--- src/design/cpu_macros.svh ---
// Accumulator CPU macros for datapath widths, memory size and reset address
`ifndef CPU_MACROS_SVH
`define CPU_MACROS_SVH

// Data and address width
`define CPU_WORD_W 8

// Retired instruction counter width
`define CPU_CC_W 16

// Unified code and data memory, in bytes
`define CPU_MEM_DEPTH 256

// First fetch address after reset
`define CPU_RESET_PC 33

// Upper page bits of a branch target, above the opcode's low bit
`define CPU_BR_PAGE 2'b00

`endif
--- src/design/cpu_pkg.sv ---
// Accumulator CPU shared types for data, opcodes, ALU operations and FSM states
`include "cpu_macros.svh"

package cpu_pkg;

    typedef logic [`CPU_WORD_W-1:0] word_t;
    typedef logic [`CPU_CC_W-1:0]   count_t;
    typedef logic [1:0]             reg_sel_t;

    // Upper nibble of the instruction
    typedef enum logic [3:0] {
        SYS   = 4'b0000,
        ADD   = 4'b0001,
        ADDI  = 4'b0010,
        SUB   = 4'b0011,
        NEG   = 4'b0110,
        BGEZ0 = 4'b1000,
        BGEZ1 = 4'b1001,
        MOVE  = 4'b1010,
        STORE = 4'b1011,
        LOAD  = 4'b1100,
        LOADI = 4'b1101,
        JUMP  = 4'b1110
    } opcode_e;

    // Lower nibble when the opcode is SYS
    typedef enum logic [3:0] {
        NOP  = 4'b0000,
        HALT = 4'b1111
    } sys_e;

    typedef enum logic [1:0] {
        ALU_ADD = 2'd0,
        ALU_SUB = 2'd1,
        ALU_NEG = 2'd2
    } alu_op_e;

    typedef enum logic [2:0] {
        IDLE, FETCH, FETCH_WAIT, EXECUTE, MEM_WAIT, HALTED
    } ctrl_state_e;

endpackage

--- src/design/mem_bus_if.sv ---
// Memory request bus between the controller and the byte RAM
`timescale 1ns/1ps

interface mem_bus_if;
    import cpu_pkg::*;

    logic  req;    // One-cycle strobe
    logic  we;
    word_t addr;
    word_t wdata;
    word_t rdata;  // Valid with ready on reads
    logic  ready;  // Pulses one cycle after req

    modport ctrl (
        output req, we, addr, wdata,
        input  rdata, ready
    );

    modport mem (
        input  req, we, addr, wdata,
        output rdata, ready
    );

endinterface

--- src/design/cpu_top.sv ---
// Accumulator CPU top level joining controller, registers, ALU and memory
`timescale 1ns/1ps

module cpu_top (
    input  logic            clk,
    input  logic            reset,
    input  logic            en,
    output logic            halt,
    output cpu_pkg::count_t cc,
    input  logic            prog_we,
    input  cpu_pkg::word_t  prog_addr,
    input  cpu_pkg::word_t  prog_wdata,
    output cpu_pkg::word_t  prog_rdata
);
    import cpu_pkg::*;

    reg_sel_t rd_sel, rs_sel, wr_sel;
    word_t    rd_val, rs_val, r0_val, r3_val;
    word_t    wr_data;
    word_t    alu_result;
    alu_op_e  alu_op;
    logic     wr_en;
    logic     core_idle;

    mem_bus_if bus ();

    control_unit u_ctrl (
        .clk(clk), .reset(reset), .en(en),
        .mem(bus.ctrl),
        .rd_sel(rd_sel), .rs_sel(rs_sel),
        .rd_val(rd_val), .rs_val(rs_val), .r0_val(r0_val), .r3_val(r3_val),
        .alu_op(alu_op), .alu_result(alu_result),
        .wr_en(wr_en), .wr_sel(wr_sel), .wr_data(wr_data),
        .core_idle(core_idle), .halt(halt), .cc(cc)
    );

    reg_file u_regs (
        .clk(clk), .reset(reset),
        .rd_sel(rd_sel), .rs_sel(rs_sel), .wr_sel(wr_sel),
        .wr_en(wr_en), .wr_data(wr_data),
        .rd_val(rd_val), .rs_val(rs_val), .r0_val(r0_val), .r3_val(r3_val)
    );

    alu u_alu (
        .op(alu_op), .a(rd_val), .b(rs_val), .result(alu_result)
    );

    cpu_memory u_mem (
        .clk(clk),
        .bus(bus.mem),
        .core_idle(core_idle),
        .prog_we(prog_we), .prog_addr(prog_addr),
        .prog_wdata(prog_wdata), .prog_rdata(prog_rdata)
    );

endmodule

--- src/design/control_unit.sv ---
// Fetch and execute FSM with PC, instruction register, retired count and halt
`timescale 1ns/1ps
`include "cpu_macros.svh"

module control_unit (
    input  logic               clk,
    input  logic               reset,
    input  logic               en,
    mem_bus_if.ctrl            mem,
    output cpu_pkg::reg_sel_t  rd_sel,
    output cpu_pkg::reg_sel_t  rs_sel,
    input  cpu_pkg::word_t     rd_val,
    input  cpu_pkg::word_t     rs_val,
    input  cpu_pkg::word_t     r0_val,
    input  cpu_pkg::word_t     r3_val,
    output cpu_pkg::alu_op_e   alu_op,
    input  cpu_pkg::word_t     alu_result,
    output logic               wr_en,
    output cpu_pkg::reg_sel_t  wr_sel,
    output cpu_pkg::word_t     wr_data,
    output logic               core_idle,
    output logic               halt,
    output cpu_pkg::count_t    cc
);
    import cpu_pkg::*;

    ctrl_state_e state;
    ctrl_state_e next_state;
    word_t       pc;
    word_t       pc_next;
    word_t       pc_inc;
    word_t       ir;
    word_t       imm;
    word_t       br_target;
    word_t       ld_addr;
    opcode_e     op;
    sys_e        sys;
    logic        retire;

    // Instruction fields
    assign op     = opcode_e'(ir[7:4]);
    assign sys    = sys_e'(ir[3:0]);
    assign rd_sel = ir[3:2];
    assign rs_sel = ir[1:0];
    assign imm    = {6'b0, ir[1:0]};

    assign pc_inc    = pc + word_t'(1);
    assign br_target = {`CPU_BR_PAGE, ir[4], ir[3:0], 1'b0};
    assign ld_addr   = {2'b00, r3_val[1:0], ir[3:0]};

    assign core_idle = (state == IDLE) || (state == HALTED);

    always_comb begin
        case (op)
            SUB:     alu_op = ALU_SUB;
            NEG:     alu_op = ALU_NEG;
            default: alu_op = ALU_ADD;
        endcase
    end

    // Memory strobes for fetch and for STORE/LOAD
    always_comb begin
        mem.req   = 1'b0;
        mem.we    = 1'b0;
        mem.addr  = pc;
        mem.wdata = rs_val;
        case (state)
            FETCH: mem.req = 1'b1;
            EXECUTE: begin
                if (op == STORE) begin
                    mem.req  = 1'b1;
                    mem.we   = 1'b1;
                    mem.addr = rd_val;  // mem[rd] = rs
                end else if (op == LOAD) begin
                    mem.req  = 1'b1;
                    mem.addr = ld_addr;
                end
            end
            default: ;
        endcase
    end

    // Register write-back source
    always_comb begin
        wr_en   = 1'b0;
        wr_sel  = rd_sel;
        wr_data = rs_val;
        if (state == EXECUTE) begin
            case (op)
                ADD, SUB, NEG: begin
                    wr_en   = 1'b1;
                    wr_sel  = 2'd0;
                    wr_data = alu_result;
                end
                ADDI: begin
                    wr_en   = 1'b1;
                    wr_data = rd_val + imm;
                end
                LOADI: begin
                    wr_en   = 1'b1;
                    wr_data = imm;
                end
                MOVE: wr_en = 1'b1;
                JUMP: begin
                    wr_en   = 1'b1;
                    wr_sel  = 2'd3;  // Return address
                    wr_data = pc_inc;
                end
                default: ;
            endcase
        end else if (state == MEM_WAIT && op == LOAD && mem.ready) begin
            wr_en   = 1'b1;
            wr_sel  = 2'd0;
            wr_data = mem.rdata;
        end
    end

    always_comb begin
        next_state = state;
        pc_next    = pc;
        retire     = 1'b0;
        case (state)
            IDLE: if (en) next_state = FETCH;
            FETCH: next_state = FETCH_WAIT;
            FETCH_WAIT: if (mem.ready) next_state = EXECUTE;
            EXECUTE: begin
                next_state = FETCH;
                pc_next    = pc_inc;
                retire     = 1'b1;
                case (op)
                    SYS: begin
                        if (sys == HALT) begin
                            next_state = HALTED;
                            pc_next    = pc;
                        end
                    end
                    BGEZ0, BGEZ1: if (!r0_val[7]) pc_next = br_target;
                    JUMP: pc_next = rd_val;  // Old rd value before r3 is overwritten
                    STORE, LOAD: begin
                        next_state = MEM_WAIT;
                        pc_next    = pc;
                        retire     = 1'b0;
                    end
                    default: ;  // Undefined opcodes behave as NOP
                endcase
            end
            MEM_WAIT: begin
                if (mem.ready) begin
                    next_state = FETCH;
                    pc_next    = pc_inc;
                    retire     = 1'b1;
                end
            end
            HALTED: ;  // Only reset leaves
            default: next_state = IDLE;
        endcase
    end

    always_ff @(posedge clk) begin
        if (reset) begin
            state <= IDLE;
            pc    <= word_t'(`CPU_RESET_PC);
            cc    <= '0;
            halt  <= 1'b0;
        end else begin
            state <= next_state;
            pc    <= pc_next;
            if (retire) begin
                cc <= cc + count_t'(1);
            end
            if (next_state == HALTED) begin
                halt <= 1'b1;
            end
        end
    end

    always_ff @(posedge clk) begin
        if (state == FETCH_WAIT && mem.ready) begin
            ir <= mem.rdata;
        end
    end

endmodule

--- src/design/alu.sv ---
// Accumulator ALU producing the new r0 from add, subtract or negate
`timescale 1ns/1ps

module alu (
    input  cpu_pkg::alu_op_e op,
    input  cpu_pkg::word_t   a,
    input  cpu_pkg::word_t   b,
    output cpu_pkg::word_t   result
);
    import cpu_pkg::*;

    // a is the rd register, b the rs register, all modulo 256
    always_comb begin
        case (op)
            ALU_ADD: result = a + b;
            ALU_SUB: result = a - b;
            ALU_NEG: result = word_t'(0) - a;
            default: result = a + b;
        endcase
    end

endmodule

--- src/design/reg_file.sv ---
// Four user registers r0 to r3 with two indexed read ports and one write port
`timescale 1ns/1ps

module reg_file (
    input  logic              clk,
    input  logic              reset,
    input  cpu_pkg::reg_sel_t rd_sel,
    input  cpu_pkg::reg_sel_t rs_sel,
    input  cpu_pkg::reg_sel_t wr_sel,
    input  logic              wr_en,
    input  cpu_pkg::word_t    wr_data,
    output cpu_pkg::word_t    rd_val,
    output cpu_pkg::word_t    rs_val,
    output cpu_pkg::word_t    r0_val,
    output cpu_pkg::word_t    r3_val
);
    import cpu_pkg::*;

    word_t regs [4];

    always_ff @(posedge clk) begin
        if (reset) begin
            for (int i = 0; i < 4; i++) begin
                regs[i] <= '0;
            end
        end else if (wr_en) begin
            regs[wr_sel] <= wr_data;
        end
    end

    assign rd_val = regs[rd_sel];
    assign rs_val = regs[rs_sel];

    // Fixed taps for the branch test and the LOAD address
    assign r0_val = regs[0];
    assign r3_val = regs[3];

endmodule

--- src/design/cpu_memory.sv ---
// Single-port code and data RAM with one-cycle ready and a program loader port
`timescale 1ns/1ps
`include "cpu_macros.svh"

module cpu_memory (
    input  logic           clk,
    mem_bus_if.mem         bus,
    input  logic           core_idle,
    input  logic           prog_we,
    input  cpu_pkg::word_t prog_addr,
    input  cpu_pkg::word_t prog_wdata,
    output cpu_pkg::word_t prog_rdata
);
    import cpu_pkg::*;

    word_t ram [`CPU_MEM_DEPTH];

    logic load_we;

    // Loader only gets the port while the core is parked
    assign load_we = core_idle && prog_we;

    always_ff @(posedge clk) begin
        if (bus.req && bus.we) begin
            ram[bus.addr] <= bus.wdata;
        end else if (load_we) begin
            ram[prog_addr] <= prog_wdata;
        end
    end

    // Read data is registered and lands one cycle after the strobe
    always_ff @(posedge clk) begin
        bus.ready <= bus.req;
        if (bus.req) begin
            bus.rdata <= ram[bus.addr];
        end
    end

    assign prog_rdata = ram[prog_addr];  // Readback for the loader

endmodule

--- config.mk ---
export PLATFORM = sky130hd
export DESIGN_NAME = cpu_top
export DESIGN_NICKNAME = d
export VERILOG_FILES = /design/src/design/cpu_pkg.sv /design/src/design/mem_bus_if.sv /design/src/design/cpu_top.sv /design/src/design/control_unit.sv /design/src/design/alu.sv /design/src/design/reg_file.sv /design/src/design/cpu_memory.sv
export VERILOG_INCLUDE_DIRS = /design/src /design/src/design
export SDC_FILE = /design/constraint.sdc
export NUM_CORES = 2
export LEC_CHECK = 0
export BUFFER_PORTS_ARGS = -buffer_cell sky130_fd_sc_hd__buf_2
export CAP_MARGIN = 10
export CORE_MARGIN = 10
export CORE_UTILIZATION = 30
export DETAILED_ROUTE_END_ITERATION = 8
export PLACE_DENSITY = 0.48
export SKIP_LAST_GASP = 1
export SLEW_MARGIN = 20
export SYNTH_ARGS = -nofsm -noshare
export SYNTH_HDL_FRONTEND = slang
export SYNTH_SLANG_ARGS = --single-unit
--- constraint.sdc ---
create_clock -name clk -period 47.2 [get_ports clk]
set_input_delay 9.44 -clock clk [delete_from_list [all_inputs] [get_ports clk]]
set_output_delay 9.44 -clock clk [all_outputs]
set_load 0.03 [all_outputs]
==> metrics.yaml <==
finish:
  drive_above_1_share: 0.3550
  fill_cells: 30790
  synthToLayoutAreaGrowth_pct: 13.63
  multi_input_area_sq_um: 34240
  final_area_sq_um: 112800
  nets: 5034
  final_util: 0.3418
  regArea_sq_um: 63600
setup_path:
  crit_fanout: 69
  crit_type: "primary input to primary output"
  cp_data_required_time_ns: 37.76
  startpoint_type: "primary input"
  worstSetupEndpointType: "primary output"
  worstPathArrival_ns: 15.10
logic_synthesis:
  yosysUniqueCellTypes: 63
  ys_ff_latch: 2129
  postSynth.asyncResetShare: 0
  synth_warnings: 0
  netlist_area_sq_um: 99260
  yosysSeqAreaShare: 0.6407
  synth_nets: 4976
  synth-edff-count: 2096
  synth.avg_cell_area_sq_um: 20.09
  synthCells: 4941
  synth_flop_cell: "edfxtp_1"
clock_network:
  cts_tree: "done"
  clk_latency_ns: 0.87
  cts_repair_resize_count: 0
  clk_pin_slew_ns: 0.06
  clock_sinks: 2129
  clockBufferDepth: 3
  clock-root-buffer: "clkbuf_16"
  cts_buffers: 236
  cts_setup_buffers: 0
  cts_hold_buf: 0
  h-tree-depth: 4
pwr:
  p_sw_frac: 0.2402
  power.internal_mw: 3.311
  power_frac_comb: 0.090
  p_per_area_nw_per_um2: 38.63
  seq_power_share: 0.491
  pwr-share-clk: 0.419
  p_switching_mw: 1.047
  p_leak_nw: 34.02
  vdd_drop_max_mv: 0.04359
run_status:
  status: "completed"
timing:
  tightest_slew_ns: 1.162
  fin_skew_ns: 0.02847
  period_share: 0.5200
  setup_viol_count_final: 0
  holdWs_ns: 0.4762
  slew_headroom: 0.2223
  rsz0062_at_grt: "no"
  drv_slew: 0
  period_needed_ns: 24.54
  fmax_mhz: 40.74
  final-hold-violation-count: 0
  tns_ns: 0
grt:
  gr-total-overflow: 0
  grt_max_degree: 220
  track_usage: 0.1798
  antenna_found_initial: 14
  grt_pass1_wl_um: 456700
  grt_pass1_vias: 55960
drt:
  wire_per_inst_um: 34.33
  num_vias: 54890
  antenna_left: 0
  firstDrtPassIters: 5
  drtIter0Drc: 6340
  drt-vias-per-instance: 5.730
  finalWirelength_um: 328800
  drc_errors: 0
die:
  start_util: 0.3008
  die_area_sq_um: 354300
  core-area_sq_um: 330000
  num_rows: 211
  die_width_um: 595.2
  io_pins: 45
  die_h_um: 595.2
place:
  gp_routability_congestion: 0.8279
  dpl.hpwl_um: 198300
  io_buffers: 44
  place_area_sq_um: 105100
flow_run:
  cap_violations: 0
worst_hold_path:
  hp-class: "register to register"
cells in the final DEF, fill, tap and decap left out, types with 9 or more instances in the layout:
| cell type | synthesis | layout |
|---|---|---|
| edfxtp_1 | 2096 | 2096 |
| o21ai_0 | 43 | 35 |
| nand2_1 | 111 | 88 |
| nor2_2 | 0 | 31 |
| buf_12 | 0 | 10 |
| clkbuf_16 | 0 | 242 |
| ha_1 | 13 | 13 |
| xor2_1 | 15 | 15 |
| nor4_1 | 33 | 32 |
| nand3_1 | 14 | 14 |
| clkbuf_1 | 266 | 52 |
| a22oi_1 | 270 | 270 |
| bufinv_16 | 0 | 19 |
| nand2b_1 | 13 | 13 |
| buf_4 | 9 | 165 |
| inv_1 | 22 | 22 |
| nor3_1 | 9 | 9 |
| nand2_2 | 1 | 15 |
| dfxtp_1 | 33 | 33 |
| clkinv_1 | 0 | 51 |
| diode_2 | 0 | 12 |
| nor2_1 | 338 | 303 |
| buf_2 | 54 | 39 |
| clkinv_2 | 0 | 51 |
| a21oi_1 | 156 | 156 |
| o221ai_1 | 13 | 13 |
| xnor2_1 | 19 | 19 |
| and3_1 | 12 | 12 |
| mux4_2 | 1208 | 1208 |
state kept, by name, summed over array words and instances (netlist names), named ones only:
name	flops
u_ctrl.halt	1
u_ctrl.pc	8
u_mem.bus.rdata	8
u_ctrl.state	3
u_regs.regs	32
u_ctrl.cc	16
u_mem.ram	2048
u_mem.bus.ready	1
u_ctrl.ir	8
worst max-delay path, stage by stage:
cell	delay [ns]
buf_8	0.52
buf_4	0.75
buf_4	0.82
buf_4	0.70
mux4_2	0.43
mux4_2	0.58
mux4_2	0.66
mux4_2	0.62
buf_2	0.24
Yosys cell counts (22+ instances only):
cell type | number | area share
a21oi_1 | 156 | 0.0079
a22oi_1 | 270 | 0.020
buf_1 | 72 | 0.0027
buf_2 | 54 | 0.0027
clkbuf_1 | 266 | 0.010
dfxtp_1 | 33 | 0.0067
edfxtp_1 | 2096 | 0.63
inv_1 | 22 | 0.00083
mux4_2 | 1208 | 0.27
nand2_1 | 111 | 0.0042
nor2_1 | 338 | 0.013
nor4_1 | 33 | 0.0021
o21ai_0 | 43 | 0.0022
worst paths after layout:
| check | endpoint | cells after the start | startpoint | slack, ns |
|---|---|---|---|---|
| setup / recovery | prog_rdata[3] | 9 | prog_addr[1] | 22.66 |
| hold / removal | u_ctrl.halt | 2 | u_ctrl.halt | 0.48 |
| setup reg to reg | u_mem.bus.rdata[4] | 15 | u_ctrl.state[0] | 39.12 |
| hold reg to reg | u_ctrl.halt | 2 | u_ctrl.halt | 0.48 |
final cells by class:
| cell class | instances | share of cell area |
|---|---|---|
| Sequential cell | 2129 | 0.5639 |
| Timing Repair Buffer | 224 | 0.01587 |
| Multi-Input combinational cell | 2386 | 0.3036 |
| Inverter | 22 | 0.0007321 |
| Tap cell | 4366 | 0.04843 |
| Clock inverter | 140 | 0.01118 |
| Clock buffer | 299 | 0.05603 |
| Antenna cell | 12 | 0.0002662 |
cells by family after synthesis:
kind of cell / count (synthesis) / synth area share
flip-flops: 2129 / 0.6407
adder cells (fa/ha/maj): 15 / 0.002042
AO/OA/AOI/OAI: 551 / 0.03729
buffers and inverters: 426 / 0.01736
AND/OR/NAND/NOR: 569 / 0.02452
XOR/XNOR: 34 / 0.003000
multiplexers: 1217 / 0.2751
metal layers:
layer,vias to the layer above,wire length (um),part of all wire,global-route usage
li1,21710,-,-,-
met1,30290,137000,0.42,0.2459
met2,2431,157200,0.48,0.2918
met3,453,25650,0.078,0.03887
met4,2,8929,0.027,0.04654
met5,-,13,0.000040,0
through the flow:
stage | power, mW | worst slack (ns) | instances
after floorplan | 2.442 | 24.90 | 4941
after global placement | 2.567 | 22.39 | 9123
after detailed placement | 2.572 | 22.40 | 9125
after CTS | 4.395 | 22.40 | 9564
after global routing | 4.491 | 22.28 | 9568
final | 4.357 | 22.66 | 9578
power groups by stage:
| stage | combinational [mW] | sequential, mW | clock [mW] |
|---|---|---|---|
| floorplan | 0.225 | 2.22 | 0 |
| global placement | 0.386 | 2.18 | 0 |
| detailed placement | 0.391 | 2.18 | 0 |
| finish | 0.390 | 2.14 | 1.83 |
| CTS | 0.391 | 2.14 | 1.86 |
| global route | 0.410 | 2.14 | 1.94 |
No activity file was read; power rests on OpenSTA's default activity.
